### src/hdl/uart_word_pkg.sv
package uart_word_pkg;

    // serial byte and assembled word widths
    localparam int byte_width = 8;
    localparam int word_width = 16;

    // clock cycles per serial bit, kept small for short runs
    localparam int baud_div = 8;
    localparam int baud_cnt_w = $clog2(baud_div);

    // output queue and credit pool sizing
    localparam int queue_depth = 4;
    localparam int queue_aw = $clog2(queue_depth);
    localparam int credit_max = 4;
    localparam int credit_w = $clog2(credit_max + 1);

    typedef logic [baud_cnt_w-1:0]         baud_cnt_t;
    typedef logic [$clog2(byte_width)-1:0] bit_cnt_t;
    typedef logic [queue_aw-1:0]           qptr_t;
    // one extra bit so a full queue is distinct from empty
    typedef logic [queue_aw:0]             qcount_t;
    typedef logic [credit_w-1:0]           credit_t;

    // mid-bit sample points, counted from zero
    localparam baud_cnt_t baud_half = baud_cnt_t'(baud_div / 2 - 1);
    localparam baud_cnt_t baud_last = baud_cnt_t'(baud_div - 1);
    localparam bit_cnt_t  bit_last = bit_cnt_t'(byte_width - 1);
    localparam qcount_t   queue_full_cnt = qcount_t'(queue_depth);
    localparam credit_t   credit_init = credit_t'(credit_max);

    // one received byte, frame_err set on a low stop bit
    typedef struct packed {
        logic [byte_width-1:0] data;
        logic                  frame_err;
    } rx_byte_t;

    // one assembled word, frame_err is the OR over both bytes
    typedef struct packed {
        logic [word_width-1:0] data;
        logic                  frame_err;
    } word_t;

    typedef enum logic [1:0] {
        rx_idle,
        rx_start,
        rx_data,
        rx_stop
    } rx_state_t;

    // which half of the word comes next
    typedef enum logic {
        asm_low,
        asm_high
    } asm_state_t;

endpackage

### src/hdl/uart_rx.sv
`timescale 1ns/100ps

module uart_rx (
    input  logic                    clk,
    input  logic                    rst,
    input  logic                    rxd,
    output logic                    byte_valid,
    output uart_word_pkg::rx_byte_t byte_out
);

    // two-flop synchronizer, line idles high
    logic [1:0] rxd_sync;
    // last synced value, for start edge detect
    logic       rxd_prev;
    logic       rxd_fall;
    // synced line value used for all samples
    logic       rxd_bit;

    uart_word_pkg::rx_state_t state;
    uart_word_pkg::baud_cnt_t baud_cnt;
    uart_word_pkg::bit_cnt_t  bit_cnt;
    // mid-bit tick inside data and stop bits
    logic                     bit_tick;

    // data bits collected LSB first
    logic [uart_word_pkg::byte_width-1:0] shift_reg;

    assign rxd_bit = rxd_sync[1];
    assign rxd_fall = rxd_prev & ~rxd_bit;
    assign bit_tick = (baud_cnt == uart_word_pkg::baud_last);

    always_ff @(posedge clk) begin
        if (!rst) begin
            rxd_sync <= 2'b11;
            rxd_prev <= 1'b1;
        end else begin
            rxd_sync <= {rxd_sync[0], rxd};
            rxd_prev <= rxd_bit;
        end
    end

    always_ff @(posedge clk) begin
        if (!rst) begin
            state <= uart_word_pkg::rx_idle;
            baud_cnt <= '0;
            bit_cnt <= '0;
            byte_valid <= 1'b0;
        end else begin
            // strobe lasts a single cycle
            byte_valid <= 1'b0;
            case (state)
                uart_word_pkg::rx_idle: begin
                    baud_cnt <= '0;
                    bit_cnt <= '0;
                    if (rxd_fall) begin
                        state <= uart_word_pkg::rx_start;
                    end
                end
                uart_word_pkg::rx_start: begin
                    // half a bit in, the start bit must still be low
                    if (baud_cnt == uart_word_pkg::baud_half) begin
                        baud_cnt <= '0;
                        if (!rxd_bit) begin
                            state <= uart_word_pkg::rx_data;
                        end else begin
                            // glitch on the line, not a real start
                            state <= uart_word_pkg::rx_idle;
                        end
                    end else begin
                        baud_cnt <= baud_cnt + 1'b1;
                    end
                end
                uart_word_pkg::rx_data: begin
                    if (bit_tick) begin
                        baud_cnt <= '0;
                        if (bit_cnt == uart_word_pkg::bit_last) begin
                            bit_cnt <= '0;
                            state <= uart_word_pkg::rx_stop;
                        end else begin
                            bit_cnt <= bit_cnt + 1'b1;
                        end
                    end else begin
                        baud_cnt <= baud_cnt + 1'b1;
                    end
                end
                uart_word_pkg::rx_stop: begin
                    if (bit_tick) begin
                        // byte goes out even with a bad stop bit
                        baud_cnt <= '0;
                        byte_valid <= 1'b1;
                        state <= uart_word_pkg::rx_idle;
                    end else begin
                        baud_cnt <= baud_cnt + 1'b1;
                    end
                end
                default: begin
                    state <= uart_word_pkg::rx_idle;
                end
            endcase
        end
    end

    // datapath, follows the FSM sample points
    always_ff @(posedge clk) begin
        if (state == uart_word_pkg::rx_data && bit_tick) begin
            // new bit enters at the top, first bit ends at bit 0
            shift_reg <= {rxd_bit, shift_reg[uart_word_pkg::byte_width-1:1]};
        end
        if (state == uart_word_pkg::rx_stop && bit_tick) begin
            byte_out.data <= shift_reg;
            // stop bit should be high
            byte_out.frame_err <= ~rxd_bit;
        end
    end

endmodule

### src/hdl/uart_word_asm.sv
`timescale 1ns/100ps

module uart_word_asm (
    input  logic                    clk,
    input  logic                    rst,
    input  logic                    byte_valid,
    input  uart_word_pkg::rx_byte_t byte_in,
    output logic                    asm_valid,
    output uart_word_pkg::word_t    asm_word
);

    // which byte of the pair comes next
    uart_word_pkg::asm_state_t state;
    // first byte of the pair, held until its partner arrives
    uart_word_pkg::rx_byte_t   low_byte;

    // strobes for the two halves
    logic take_low;
    logic take_high;

    assign take_low = byte_valid && (state == uart_word_pkg::asm_low);
    assign take_high = byte_valid && (state == uart_word_pkg::asm_high);

    always_ff @(posedge clk) begin
        if (!rst) begin
            state <= uart_word_pkg::asm_low;
            asm_valid <= 1'b0;
        end else begin
            // single cycle strobe
            asm_valid <= 1'b0;
            if (byte_valid) begin
                case (state)
                    uart_word_pkg::asm_low: begin
                        state <= uart_word_pkg::asm_high;
                    end
                    uart_word_pkg::asm_high: begin
                        // pair complete
                        asm_valid <= 1'b1;
                        state <= uart_word_pkg::asm_low;
                    end
                    default: begin
                        state <= uart_word_pkg::asm_low;
                    end
                endcase
            end
        end
    end

    // payload side
    always_ff @(posedge clk) begin
        if (take_low) begin
            low_byte <= byte_in;
        end
        if (take_high) begin
            // low byte arrived first, second byte is the upper half
            asm_word.data <= {byte_in.data, low_byte.data};
            // word is flagged if either byte had a bad stop bit
            asm_word.frame_err <= byte_in.frame_err | low_byte.frame_err;
        end
    end

endmodule

### src/hdl/word_credit_tx.sv
`timescale 1ns/100ps

module word_credit_tx (
    input  logic                 clk,
    input  logic                 rst,
    input  logic                 asm_valid,
    input  uart_word_pkg::word_t asm_word,
    input  logic                 credit_return,
    output logic                 word_valid,
    output uart_word_pkg::word_t word_out,
    output logic                 overflow
);

    // circular word queue
    uart_word_pkg::word_t   queue_mem [uart_word_pkg::queue_depth];
    uart_word_pkg::qptr_t   wr_ptr;
    uart_word_pkg::qptr_t   rd_ptr;
    uart_word_pkg::qcount_t count;

    // credits still held toward the sink
    uart_word_pkg::credit_t credits;

    logic queue_empty;
    logic queue_full;
    logic credit_ok;
    logic bypass;
    logic pop;
    logic push;
    logic issue;
    logic drop;

    assign queue_empty = (count == '0);
    assign queue_full = (count == uart_word_pkg::queue_full_cnt);
    assign credit_ok = (credits != '0);

    // empty queue and a credit in hand, new word goes straight out
    assign bypass = asm_valid && queue_empty && credit_ok;
    // otherwise the oldest queued word leaves when a credit is held
    assign pop = !queue_empty && credit_ok;
    assign issue = bypass | pop;

    // fullness is judged before this cycle's pop
    assign push = asm_valid && !bypass && !queue_full;
    assign drop = asm_valid && !bypass && queue_full;

    always_ff @(posedge clk) begin
        if (!rst) begin
            wr_ptr <= '0;
            rd_ptr <= '0;
            count <= '0;
            credits <= uart_word_pkg::credit_init;
            word_valid <= 1'b0;
            overflow <= 1'b0;
        end else begin
            word_valid <= issue;
            if (push) begin
                wr_ptr <= wr_ptr + 1'b1;
            end
            if (pop) begin
                rd_ptr <= rd_ptr + 1'b1;
            end
            count <= count + uart_word_pkg::qcount_t'(push) - uart_word_pkg::qcount_t'(pop);
            // spend and return may land in the same cycle
            case ({issue, credit_return})
                2'b10: credits <= credits - 1'b1;
                2'b01: credits <= credits + 1'b1;
                default: credits <= credits;
            endcase
            // sticky until reset
            if (drop) begin
                overflow <= 1'b1;
            end
        end
    end

    // storage and output register
    always_ff @(posedge clk) begin
        if (push) begin
            queue_mem[wr_ptr] <= asm_word;
        end
        if (bypass) begin
            word_out <= asm_word;
        end else if (pop) begin
            word_out <= queue_mem[rd_ptr];
        end
    end

endmodule

### src/hdl/uart_word_top.sv
`timescale 1ns/100ps

module uart_word_top (
    input  logic                 clk,
    input  logic                 rst,
    input  logic                 rxd,
    input  logic                 credit_return,
    output logic                 word_valid,
    output uart_word_pkg::word_t word_out,
    output logic                 overflow
);

    // receiver to assembler
    logic                    byte_valid;
    uart_word_pkg::rx_byte_t byte_out;

    // assembler to credit sender
    logic                    asm_valid;
    uart_word_pkg::word_t    asm_word;

    uart_rx u_rx (
        .clk        (clk),
        .rst        (rst),
        .rxd        (rxd),
        .byte_valid (byte_valid),
        .byte_out   (byte_out)
    );

    uart_word_asm u_asm (
        .clk        (clk),
        .rst        (rst),
        .byte_valid (byte_valid),
        .byte_in    (byte_out),
        .asm_valid  (asm_valid),
        .asm_word   (asm_word)
    );

    // queue and credit gate toward the sink
    word_credit_tx u_credit_tx (
        .clk           (clk),
        .rst           (rst),
        .asm_valid     (asm_valid),
        .asm_word      (asm_word),
        .credit_return (credit_return),
        .word_valid    (word_valid),
        .word_out      (word_out),
        .overflow      (overflow)
    );

endmodule

### config.mk
export PLATFORM = sky130hd
export DESIGN_NAME = uart_word_top
export DESIGN_NICKNAME = d
export VERILOG_FILES = /design/src/hdl/uart_word_pkg.sv /design/src/hdl/uart_rx.sv /design/src/hdl/uart_word_asm.sv /design/src/hdl/word_credit_tx.sv /design/src/hdl/uart_word_top.sv
export SDC_FILE = /design/constraint.sdc
export NUM_CORES = 1
export LEC_CHECK = 0
export BUFFER_PORTS_ARGS = -buffer_cell sky130_fd_sc_hd__buf_4
export CORE_UTILIZATION = 25
export CTS_CLUSTER_SIZE = 24
export DETAILED_ROUTE_END_ITERATION = 10
export PLACE_DENSITY = 0.49
export SYNTH_ARGS = -nofsm -noshare
export SYNTH_HDL_FRONTEND = slang
export SYNTH_SLANG_ARGS = --single-unit
export TNS_END_PERCENT = 50
### constraint.sdc
create_clock -name clk -period 5.8 [get_ports clk]
set_clock_uncertainty 0.2 [all_clocks]
set_input_delay 1.16 -clock clk [delete_from_list [all_inputs] [get_ports clk]]
set_output_delay 1.16 -clock clk [all_outputs]
set_load 0.01 [all_outputs]
==> impl_summary.log, run 1 <==
[metrics] run status: completed
[metrics] critical path class: flop to flop
[metrics] R2R Path End: u_credit_tx.count[2]
[metrics] max frequency: 385.1 MHz
[metrics] initial core utilization: 0.2573
[metrics] final standard cell area without fillers: ~7000 um2
[metrics] leading post-synthesis cells by cell area: sky130_fd_sc_hd__edfxtp_1 (65%), sky130_fd_sc_hd__dfxtp_1 (9.5%), sky130_fd_sc_hd__mux4_2 (5.0%)
[metrics] port bufs: 22
[metrics] number of flip-flops in the largest register: 68
[metrics] Syn Nets: 330
[metrics] Multi-input gate area: around 1400 um2
[metrics] Leakage: 2.363 nW
[metrics] First-pass DRT Iterations: 4
[metrics] clock tree from TritonCTS: yes
[metrics] number of maximum-capacitance violations: 0
[metrics] Die Area: 24140 um2
[metrics] hold slack: 0.2126 ns
[metrics] Num CTS Buffers: 17
[metrics] number of unique standard cell types used by synthesis: 38
[metrics] remaining design rule violation count: 0
[metrics] filler-free cell count of the finished design: 670
[metrics] Antenna Violating Nets Remaining: 0
[metrics] worst hold path stage count: 1
[metrics] number of violations reported at the end of detailed-routing iteration 0: 122
[metrics] Final Cycle Share: 0.4477
[metrics] Yosys reg bits: roughly 160
[metrics] area taken by flip-flops and latches: roughly 4400 um2
[metrics] Tmin final: 2.597 ns
[metrics] fillers: ~2200
[metrics] worst reg2reg path depth: 10
[metrics] biggest area consumer among synthesized cells: sky130_fd_sc_hd__edfxtp_1
[metrics] average wire per cell in the routed design: 13.79 um
[metrics] area added between synthesis and finish: 18.43%
[metrics] Final Net Count: 363
[metrics] share of post-route cells with drive strength above 1: 0.2521
[metrics] Ant. Diodes: 0
[metrics] WP data arrival: between 2 and 3 ns
[metrics] pin count of the biggest net entering global routing: 18
[metrics] wire length of the first global-routing pass: 14.66 mm
[metrics] worst rel slew slack: 0.3681
[metrics] via count of the first global-routing pass: 2698
[metrics] total wire length after detailed routing: 9.239 mm
[metrics] portion of synthesized cell area occupied by the leading cell type: 0.6538
[metrics] number of buffers added for setup after CTS: 0
[metrics] measured slew at the worst slew-check pin: 0.9479 ns
[metrics] root buffer cell: sky130_fd_sc_hd__clkbuf_16
[metrics] number of pins with negative max-slew slack in the final report: 0
[metrics] Req. time, crit path: ~6 ns
[metrics] number of buffers added to fix hold violations after cts: 0
[metrics] Remaining Overflow, GRT: 0
[metrics] Pwr Density: roughly 430 nW/um2
[metrics] largest fanout on the critical path: 6
[metrics] total of endpoints with negative setup slack in the final report: 0
[metrics] number of warnings printed during yosys synthesis: 0
[metrics] number of gates resized after cts: 0
[metrics] number of standard cells after synthesis: 311
[metrics] DIE WIDTH: 155.4 um
[metrics] Overall Global Routing Usage: 0.08246
[metrics] unrepaired setup endpoints after global routing: false
[metrics] CORE AREA: 22850 um2
[metrics] predominant post-synthesis flop cell: sky130_fd_sc_hd__edfxtp_1
[metrics] syn_area_per_cell: 18.90 um2
[metrics] clock latency of the later-clocked register in the worst-skew pair: roughly 0.4 ns
[metrics] largest registers: u_credit_tx.queue_mem: 68 flops, u_asm.asm_word: 17 flops, u_credit_tx.word_out: 17 flops
[metrics] maximum VDD drop: ~0.00019 V
[metrics] number of levels the H-tree was split into: 4
[metrics] placer's final routability congestion estimate: just under 0.7
[metrics] Setup TNS: 0 ns
[metrics] Final Hold Violating Endpoints: 0
[metrics] routed via count: 2603
[metrics] endpoint kind of the worst setup timing path: flop
[metrics] slack of the worst reg-to-reg path: 3.20 ns
[metrics] sequential element share of the synthesized area: 0.7491
[metrics] cell area after placement: ~6400 um2
[metrics] buffers from clock root to sink, at most: 2
[metrics] Via density: 3.885
[metrics] path class of the lowest-slack min-delay path: flop to flop
[metrics] hold path endpoint: u_rx.rxd_sync[1]
[metrics] register with the most flip-flops: u_credit_tx.queue_mem
[metrics] total number of placement rows: 55
[metrics] number of placed I/O pins: 23
[metrics] proportion of register bits with asynchronous set or reset after synthesis: 0
[metrics] sort of element at the start of the critical path: flop
[metrics] netlist area before placement: just under 6000 um2
[metrics] detailed placement HPWL: 5.659 mm
[metrics] initial antenna violation count: 0
[metrics] sinks on the clock net: approximately 160
[metrics] reg-to-reg critical path startpoint: u_credit_tx.credits[0]
[metrics] count of placed standard cells including taps: 638
[metrics] number of flops mapped to enable cells by yosys: 128
[metrics] vertical die dimension: 155.4 um
[metrics] clock-pin slew reported for the worst setup and hold paths after clock tree synthesis: 0.07 ns
[metrics] hold_sp: u_rx.rxd_sync[0]
[routing by layer]
layer / wire [um] / track usage
met5: 0 / 0
met4: 163 / 0.04622
met3: 220 / 0.02396
met2: 4621 / 0.1332
met1: 4233 / 0.09851
[cell type report]
class | count | share of cell area
clock buffer | 17 | 0.06110
clock inverter | 15 | 0.02174
inverter | 14 | 0.007547
multi-input combinational | 132 | 0.1960
sequential | 156 | 0.6325
tap | 313 | 0.05624
timing repair buffer | 23 | 0.02480
[cells by family after synthesis]
| logic type | Yosys count | synth area share |
|---|---|---|
| multiplexers | 39 | 0.1181 |
| buffers and inverters | 23 | 0.01873 |
| AO/OA/AOI/OAI | 17 | 0.01809 |
| AND/OR/NAND/NOR | 57 | 0.05554 |
| adder cells (fa/ha/maj) | 15 | 0.03448 |
| flip-flops | 156 | 0.7491 |
| XOR/XNOR | 4 | 0.005960 |
[power by group]
group	internal, mW	total (mW)	switching, mW
Combinational	0.292	0.542	0.249
Clock	0.606	1.08	0.474
Sequential	1.33	1.40	0.0648
[critical path: stages (launching register included)]
cell,delay (ns)
sky130_fd_sc_hd__dfxtp_1,0.36
sky130_fd_sc_hd__nor3_1,0.50
sky130_fd_sc_hd__nor2_1,0.11
sky130_fd_sc_hd__ha_1,0.30
sky130_fd_sc_hd__inv_1,0.06
sky130_fd_sc_hd__ha_1,0.13
sky130_fd_sc_hd__inv_1,0.05
sky130_fd_sc_hd__fa_1,0.37
sky130_fd_sc_hd__xor2_1,0.16
sky130_fd_sc_hd__and2_1,0.16
sky130_fd_sc_hd__nor3_1,0.12
[worst max path at each step]
stage                                        end  depth (start not counted)  slack, ns                    from
after floorplan           u_credit_tx.credits[2]                          6       3.29           credit_return
after detailed placement  u_credit_tx.credits[2]                          7       3.15           credit_return
final                       u_credit_tx.count[2]                         10       3.20  u_credit_tx.credits[0]
after global routing        u_credit_tx.count[2]                         10       2.97  u_credit_tx.credits[0]
after CTS                   u_credit_tx.count[2]                         10       3.15  u_credit_tx.credits[0]
after global placement    u_credit_tx.credits[2]                          7       3.17           credit_return
[cells in the final DEF (no fill, tap or decap), drive strengths merged, types with 3 or more instances in the layout]
cell type    n
a21oi        7
nor3         3
xor2         3
and2         8
clkinvlp     3
or3          3
inv         22
nor2        15
buf         23
clkbuf      17
clkinv       3
o21ai        6
mux4        18
edfxtp     128
nand2b       3
mux2i        3
nand2       11
mux2        18
ha          13
nor2b        3
dfxtp       28
[metrics by stage]
stage	utilization	power, mW	setup slack [ns]
final	0.3048	3.018	3.203
after global routing	0.3048	3.159	2.975
after CTS	0.3048	3.069	3.146
after detailed placement	0.2795	1.981	3.150
after global placement	0.2795	1.969	3.170
after floorplan	-	1.802	3.293
[synthesized netlist by cell type (all sizes together) (4+ instances only)]
library cell  number
edfxtp           128
clkbuf             5
o21ai              6
dfxtp             28
inv               14
nand2             11
buf                4
mux2              18
nor2              15
mux4              18
and2               8
ha                13
a21oi              7
Note: power is estimated with default switching activity, not from simulation.
==> run 2: changes to the inputs <==
--- a/config.mk
+++ b/config.mk
@@ -5,6 +5,7 @@
 export SDC_FILE = /design/constraint.sdc
 export NUM_CORES = 1
 export LEC_CHECK = 0
+export ABC_AREA = 1
 export BUFFER_PORTS_ARGS = -buffer_cell sky130_fd_sc_hd__buf_4
 export CORE_UTILIZATION = 25
 export CTS_CLUSTER_SIZE = 24
==> constraint.sdc (replaced) <==
create_clock -name clk -period 2.4 [get_ports clk]
set_clock_uncertainty 0.2 [all_clocks]
set_input_delay 0.48 -clock clk [delete_from_list [all_inputs] [get_ports clk]]
set_output_delay 0.48 -clock clk [all_outputs]
set_load 0.01 [all_outputs]
==> impl_summary.log, run 2 <==
[metrics] biggest cell delay along the critical path: 0.38 ns (was 0.50 ns)
[metrics] number of placed I/O pins: 23 (unchanged)
[metrics] total number of placement rows: 56 (was 55)
[metrics] Die Area: 24780 um2 (was 24140 um2)
[metrics] netlist area before placement: 6038 um2 (was 5879 um2)
[metrics] unrepaired setup endpoints after global routing: false (unchanged)
[metrics] number of warnings printed during yosys synthesis: 0 (unchanged)
[metrics] cell area after placement: 6594 um2 (was 6386 um2)
[metrics] max frequency: 449.7 MHz (was 385.1 MHz)
[metrics] endpoint kind of the worst setup timing path: flop (unchanged)
[metrics] root buffer cell: sky130_fd_sc_hd__clkbuf_16 (unchanged)
[metrics] met3 track demand over resource in global routing: 0.03139 (was 0.02396)
[metrics] clock tree from TritonCTS: yes (unchanged)
[metrics] leading post-synthesis cells by cell area: sky130_fd_sc_hd__edfxtp_1 (64%), sky130_fd_sc_hd__dfxtp_1 (9.3%), sky130_fd_sc_hd__nand2_1 (4.9%) (was sky130_fd_sc_hd__edfxtp_1 (65%), sky130_fd_sc_hd__dfxtp_1 (9.5%), sky130_fd_sc_hd__mux4_2 (5.0%))
[metrics] Yosys reg bits: 156 (unchanged)
[metrics] initial core utilization: 0.2557 (was 0.2573)
[metrics] routed via count: 3395 (was 2603)
[metrics] detailed placement HPWL: 6.518 mm (was 5.659 mm)
[metrics] vertical die dimension: 157.4 um (was 155.4 um)
[metrics] number of pins with negative max-slew slack in the final report: 0 (unchanged)
[metrics] met1 track demand over resource in global routing: 0.1065 (was 0.09851)
[metrics] Req. time, crit path: 2.49 ns (was 5.94 ns)
[metrics] largest fanout on the critical path: 3 (was 6)
[metrics] register with the most flip-flops: u_credit_tx.queue_mem (unchanged)
[metrics] via count of the first global-routing pass: 3334 (was 2698)
[metrics] critical path class: flop to flop (unchanged)
[metrics] run status: completed (unchanged)
[metrics] number of flops mapped to enable cells by yosys: 128 (unchanged)
[metrics] DIE WIDTH: 157.4 um (was 155.4 um)
[metrics] most repeated cell in the gate-level netlist after synthesis: sky130_fd_sc_hd__edfxtp_1 (unchanged)
[metrics] most common library cell in the layout ignoring fill and taps: sky130_fd_sc_hd__edfxtp_1 (unchanged)
[metrics] proportion of register bits with asynchronous set or reset after synthesis: 0 (unchanged)
[metrics] Leakage: 2.618 nW (was 2.363 nW)
[metrics] path class of the lowest-slack min-delay path: input port to flop (was flop to flop)
[metrics] Num CTS Buffers: 17 (unchanged)
[metrics] CORE AREA: 23610 um2 (was 22850 um2)
[metrics] First-pass DRT Iterations: 4 (unchanged)
[metrics] Post-Route Utilization: 0.3064 (was 0.3048)
[metrics] commonest cells after routing, fill and taps aside: sky130_fd_sc_hd__edfxtp_1 (128), sky130_fd_sc_hd__nand2_1 (79), sky130_fd_sc_hd__nor2_1 (72) (was sky130_fd_sc_hd__edfxtp_1 (128), sky130_fd_sc_hd__dfxtp_1 (28), sky130_fd_sc_hd__buf_4 (23))
[metrics] clock-pin slew reported for the worst setup and hold paths after clock tree synthesis: 0.06 ns (was 0.07 ns)
[metrics] number of maximum-capacitance violations: 0 (unchanged)
[metrics] number of flip-flops in the largest register: 68 (unchanged)
[metrics] Setup TNS: 0 ns (unchanged)
[metrics] maximum VDD drop: 0.0004101 V (was 0.0001931 V)
[metrics] Antenna Violating Nets Remaining: 0 (unchanged)
[metrics] measured slew at the worst slew-check pin: 0.6086 ns (was 0.9479 ns)
[metrics] fillers: 2333 (was 2247)
[metrics] predominant post-synthesis flop cell: sky130_fd_sc_hd__edfxtp_1 (unchanged)
[metrics] final standard cell area without fillers: 7236 um2 (was 6963 um2)
[metrics] average wire per cell in the routed design: 12.81 um (was 13.79 um)
[metrics] port bufs: 22 (unchanged)
[metrics] Ant. Diodes: 0 (unchanged)
[metrics] Remaining Overflow, GRT: 0 (unchanged)
[metrics] biggest area consumer among synthesized cells: sky130_fd_sc_hd__edfxtp_1 (unchanged)
[metrics] Pwr Density: 1074 nW/um2 (was 433.4 nW/um2)
[metrics] standard cell with the maximum stage delay on the critical path: sky130_fd_sc_hd__fa_1 (was sky130_fd_sc_hd__nor3_1)
[metrics] leading post-synthesis cells by instance count: sky130_fd_sc_hd__edfxtp_1 (128), sky130_fd_sc_hd__nand2_1 (79), sky130_fd_sc_hd__nor2_1 (73) (was sky130_fd_sc_hd__edfxtp_1 (128), sky130_fd_sc_hd__dfxtp_1 (28), sky130_fd_sc_hd__nor2_1 (15))
[metrics] Tmin final: 2.224 ns (was 2.597 ns)
[metrics] placer's final routability congestion estimate: 0.7111 (was 0.6829)
[metrics] worst path cell trace: inv_2, nand3_4, nand2_4, inv_1, nor2_2, ha_1, inv_1, fa_1, a21oi_1, o21ai_0, a21oi_1, o21ai_0 (was nor3_1, nor2_1, ha_1, inv_1, ha_1, inv_1, fa_1, xor2_1, and2_1, nor3_1)
[metrics] syn_area_per_cell: 12.74 um2 (was 18.90 um2)
[metrics] number of violations reported at the end of detailed-routing iteration 0: 192 (was 122)
[metrics] initial antenna violation count: 0 (unchanged)
[metrics] clock latency of the later-clocked register in the worst-skew pair: 0.41 ns (about the same)
[metrics] hold slack: 0.05577 ns (was 0.2126 ns)
[metrics] filler-free cell count of the finished design: 846 (was 670)
[metrics] sinks on the clock net: 156 (unchanged)
[metrics] worst rel slew slack: 0.5937 (was 0.3681)
[metrics] pin count of the biggest net entering global routing: 35 (was 18)
[metrics] global-route met2 utilization: 0.1684 (was 0.1332)
[metrics] remaining design rule violation count: 0 (unchanged)
[metrics] busiest metal layer after global routing: met2 (unchanged)
[metrics] wire length of the first global-routing pass: 17.48 mm (was 14.66 mm)
[metrics] Via density: 4.013 (was 3.885)
[metrics] buffers from clock root to sink, at most: 2 (unchanged)
[metrics] WP data arrival: 2.32 ns (was 2.73 ns)
[metrics] area added between synthesis and finish: 19.83% (was 18.43%)
[metrics] share of post-route cells with drive strength above 1: 0.1860 (was 0.2521)
[metrics] total of endpoints with negative setup slack in the final report: 0 (unchanged)
[metrics] Final Cycle Share: 0.9265 (was 0.4477)
[metrics] portion of synthesized cell area occupied by the leading cell type: 0.6366 (was 0.6538)
[metrics] total wire length after detailed routing: 10.84 mm (was 9.239 mm)
[metrics] Final Hold Violating Endpoints: 0 (unchanged)
[metrics] Final Net Count: 533 (was 363)
[metrics] number of unique standard cell types used by synthesis: 30 (was 38)
[metrics] Overall Global Routing Usage: 0.09557 (was 0.08246)
[metrics] number of levels the H-tree was split into: 4 (unchanged)
[metrics] count of placed standard cells including taps: 813 (was 638)
[metrics] largest registers: u_credit_tx.queue_mem: 68 flops, u_asm.asm_word: 17 flops, u_credit_tx.word_out: 17 flops (unchanged)
[metrics] Syn Nets: 493 (was 330)
[metrics] sequential element share of the synthesized area: 0.7294 (was 0.7491)
[metrics] number of standard cells after synthesis: 474 (was 311)
[metrics] sort of element at the start of the critical path: flop (unchanged)
-- run 2: final timing paths --
kind	endpoint	from	depth (start not counted)	slack, ns
hold / removal	u_rx.rxd_sync[0]	rxd	2	0.06
hold reg to reg	u_rx.byte_out[1]	u_rx.shift_reg[0]	0	0.22
setup reg to reg	u_credit_tx.credits[2]	u_credit_tx.count[1]	12	0.18
setup / recovery	u_credit_tx.credits[2]	u_credit_tx.count[1]	12	0.18
-- run 2: what timing repair did --
action | 4_1_cts | 5_1_grt
buffers inserted | 0 | 1
endpoints found under the setup margin | 0 | 1
hold buffers | 0 | 0
resized for setup | 0 | 4
-- run 2: kinds of logic after synthesis --
group / share of synthesized area
buf+inv: 0.04061
fa+ha+maj: 0.03357
compound gates: 0.05719
simple gates: 0.1392
flops: 0.7294
-- run 2: power breakdown --
| part | switching (mW) | internal [mW] |
|---|---|---|
| logic | 1.01 | 0.616 |
| clock network | 1.04 | 1.75 |
| registers | 0.112 | 3.24 |
-- run 2: final cells by class --
type,count,area [um2],share of cell area
Sequential cell,156,4407,0.6090
Multi-Input combinational cell,267,1396,0.1930
Clock buffer,19,432.9,0.05983
Tap cell,319,399.1,0.05516
Timing Repair Buffer,37,277.8,0.03839
Clock inverter,13,191.4,0.02646
Inverter,35,131.4,0.01816
-- run 2: layer usage --
layer	up-vias	share of wire
li1	1691	-
met1	1646	0.44
met2	52	0.52
met3	6	0.036
met4	0	0.0086
met5	-	0
-- run 2: critical path, delay by kind of cell (launching register included) --
family	cells	cell delay, ns
adders and majority gates	2	0.53
DFF	1	0.35
AOI/OAI and AO/OA	4	0.46
and+or+nand+nor	3	0.32
buffers and inverters	3	0.25
-- run 2: per-stage QoR --
step | setup slack, ns | power [mW]
2_1_floorplan | 0.2208 | 4.502
3_3_place_gp | 0.1203 | 4.992
3_5_place_dp | 0.1141 | 5.050
4_1_cts | 0.1108 | 7.871
5_1_grt | 0.02315 | 8.216
6_report | 0.1765 | 7.771
==> run 3: changes to the inputs <==
--- a/config.mk
+++ b/config.mk
@@ -7,10 +7,11 @@
 export LEC_CHECK = 0
 export ABC_AREA = 1
 export BUFFER_PORTS_ARGS = -buffer_cell sky130_fd_sc_hd__buf_4
-export CORE_UTILIZATION = 25
+export CORE_UTILIZATION = 35
 export CTS_CLUSTER_SIZE = 24
 export DETAILED_ROUTE_END_ITERATION = 10
-export PLACE_DENSITY = 0.49
+export PLACE_DENSITY = 0.6
+export SLEW_MARGIN = 20
 export SYNTH_ARGS = -nofsm -noshare
 export SYNTH_HDL_FRONTEND = slang
 export SYNTH_SLANG_ARGS = --single-unit
==> impl_summary.log, run 3 (synthesized netlist as in run 2, its figures left out) <==
[metrics] port bufs: 22 (unchanged)
[metrics] fillers: 1503 (was 2333)
[metrics] root buffer cell: sky130_fd_sc_hd__clkbuf_16 (unchanged)
[metrics] Antenna Violating Nets Remaining: 0 (unchanged)
[metrics] initial antenna violation count: 0 (unchanged)
[metrics] maximum VDD drop: 0.0006626 V (was 0.0004101 V)
[metrics] remaining design rule violation count: 0 (unchanged)
[metrics] internal power contribution: 5.634 mW (was 5.602 mW)
[metrics] Via density: 4.519 (was 4.013)
[metrics] number of maximum-capacitance violations: 0 (unchanged)
[metrics] unrepaired setup endpoints after global routing: false (unchanged)
[metrics] kind of cell with the highest combined delay on the critical path: adder cells (unchanged)
[metrics] final total power: 7.869 mW (was 7.771 mW)
[metrics] register share of total power: 0.425 (was 0.431)
[metrics] DIE WIDTH: 133.3 um (was 157.4 um)
[metrics] WP data arrival: 2.36 ns (was 2.32 ns)
[metrics] Tmin final: 2.251 ns (was 2.224 ns)
[metrics] number of violations reported at the end of detailed-routing iteration 0: 240 (was 192)
[metrics] clock share of power: 0.370 (was 0.360)
[metrics] most common library cell in the layout ignoring fill and taps: sky130_fd_sc_hd__edfxtp_1 (unchanged)
[metrics] commonest cells after routing, fill and taps aside: sky130_fd_sc_hd__edfxtp_1 (128), sky130_fd_sc_hd__nand2_1 (79), sky130_fd_sc_hd__nor2_1 (72) (unchanged)
[metrics] Final Net Count: 532 (was 533)
[metrics] pin count of the biggest net entering global routing: 35 (unchanged)
[metrics] Leakage: 2.638 nW (was 2.618 nW)
[metrics] routed via count: 3371 (was 3395)
[metrics] detailed placement HPWL: 6.137 mm (was 6.518 mm)
[metrics] number of pins with negative max-slew slack in the final report: 0 (unchanged)
[metrics] First-pass DRT Iterations: 4 (unchanged)
[metrics] placer's final routability congestion estimate: 0.7011 (was 0.7111)
[metrics] number of levels the H-tree was split into: 4 (unchanged)
[metrics] clock latency of the later-clocked register in the worst-skew pair: 0.42 ns (was 0.41 ns)
[metrics] path class of the lowest-slack min-delay path: input port to flop (unchanged)
[metrics] critical path class: flop to flop (unchanged)
[metrics] via count of the first global-routing pass: 3360 (was 3334)
[metrics] average wire per cell in the routed design: 13.59 um (was 12.81 um)
[metrics] total number of placement rows: 47 (was 56)
[metrics] standard cell with the maximum stage delay on the critical path: sky130_fd_sc_hd__fa_1 (unchanged)
[metrics] Pwr Density: 1104 nW/um2 (was 1074 nW/um2)
[metrics] CORE AREA: 16700 um2 (was 23610 um2)
[metrics] Die Area: 17780 um2 (was 24780 um2)
[metrics] Setup TNS: 0 ns (unchanged)
[metrics] number of placed I/O pins: 23 (unchanged)
[metrics] worst path cell trace: nor2_2, nand2_4, nand2_4, inv_1, nor2_2, ha_1, inv_1, fa_1, a21oi_1, o21ai_1, a21oi_1, o21ai_1 (was inv_2, nand3_4, nand2_4, inv_1, nor2_2, ha_1, inv_1, fa_1, a21oi_1, o21ai_0, a21oi_1, o21ai_0)
[metrics] Req. time, crit path: 2.51 ns (was 2.49 ns)
[metrics] max frequency: 444.3 MHz (was 449.7 MHz)
[metrics] share of post-route cells with drive strength above 1: 0.1882 (was 0.1860)
[metrics] initial core utilization: 0.3616 (was 0.2557)
[metrics] vertical die dimension: 133.3 um (was 157.4 um)
[metrics] endpoint kind of the worst setup timing path: flop (unchanged)
[metrics] total wire length after detailed routing: 10.14 mm (was 10.84 mm)
[metrics] biggest cell delay along the critical path: 0.38 ns (about the same)
[metrics] worst rel slew slack: 0.5303 (was 0.5937)
[metrics] switching portion of total power: 0.2840 (was 0.2792)
[metrics] switching power of the nets: 2.235 mW (was 2.170 mW)
[metrics] area added between synthesis and finish: 18.01% (was 19.83%)
[metrics] Ant. Diodes: 0 (unchanged)
[metrics] sinks on the clock net: 156 (unchanged)
[metrics] run status: completed (unchanged)
[metrics] Num CTS Buffers: 17 (unchanged)
[metrics] largest registers: u_credit_tx.queue_mem: 68 flops, u_asm.asm_word: 17 flops, u_credit_tx.word_out: 17 flops (unchanged)
[metrics] Remaining Overflow, GRT: 0 (unchanged)
[metrics] measured slew at the worst slew-check pin: 0.7038 ns (was 0.6086 ns)
[metrics] Final Hold Violating Endpoints: 0 (unchanged)
[metrics] register with the most flip-flops: u_credit_tx.queue_mem (unchanged)
[metrics] wire length of the first global-routing pass: 16.49 mm (was 17.48 mm)
[metrics] largest fanout on the critical path: 3 (unchanged)
[metrics] number of flip-flops in the largest register: 68 (unchanged)
[metrics] buffers from clock root to sink, at most: 2 (unchanged)
[metrics] sort of element at the start of the critical path: flop (unchanged)
[metrics] total of endpoints with negative setup slack in the final report: 0 (unchanged)
[metrics] clock-pin slew reported for the worst setup and hold paths after clock tree synthesis: 0.06 ns (about the same)
[metrics] Overall Global Routing Usage: 0.1233 (was 0.09557)
[metrics] Final Cycle Share: 0.9378 (was 0.9265)
[metrics] count of buffering cells on the critical path with inverters included: 2 (was 3)
[metrics] portion of total power attributed to combinational logic: 0.206 (was 0.210)
[metrics] clock tree from TritonCTS: yes (unchanged)
## run 3: cell count changes in the layout (fill, tap and decap cells not counted), sizes merged
cell      change
clkbuf        -2
buf           -1
inv           +7
clkinvlp      -3
clkinv        -2
## run 3: through the flow
stage	hold slack, ns	instance area, um2	std cells	worst slack, ns	utilization
4_1_cts	0.02820	7113	745	0.03990	0.4259
3_3_place_gp	0.2090	6462	713	0.1119	0.3869
2_1_floorplan	0.1925	6038	474	0.2208	-
5_1_grt	0.03605	7126	746	0.0001492	0.4267
3_5_place_dp	0.2054	6462	713	0.05420	0.3869
6_report	0.04391	7126	746	0.1492	0.4267
## run 3: power by group through the flow
stage	clock [mW]	sequential, mW	combinational, mW
after global placement	0	3.39	1.57
after CTS	2.97	3.34	1.63
after floorplan	0	3.47	1.03
final	2.91	3.34	1.62
after detailed placement	0	3.40	1.61
after global routing	3.06	3.37	1.84
## run 3: what timing repair did
action	CTS	global route
hold buffers	0	0
gates resized for setup	0	5
setup buffers	0	1
setup endpoints to repair	0	1
## run 3: layer usage
metal,up-vias,track usage,wire [um]
li1,1699,-,-
met1,1599,0.1373,4349
met2,61,0.2167,5245
met3,12,0.03234,369
met4,0,0.06313,176
met5,-,0,0
## run 3: worst paths after layout
check	start	end	slack [ns]	cells after the start
worst min register to register	u_asm.low_byte[3]	u_asm.asm_word[3]	0.22	0
worst min-delay path	rxd	u_rx.rxd_sync[0]	0.04	2
worst max-delay path	u_credit_tx.credits[1]	u_credit_tx.credits[2]	0.15	12
worst max register to register	u_credit_tx.credits[1]	u_credit_tx.credits[2]	0.15	12
## run 3: layout make-up
type                       instances  area (um2)  share of cell area
inverter                          35       131.4             0.01844
clock buffer                      17       425.4             0.05970
tap                              220       275.3             0.03863
sequential                       156        4407              0.6184
timing repair buffer              36       270.3             0.03793
clock inverter                    15       225.2             0.03161
multi-input combinational        267        1391              0.1953
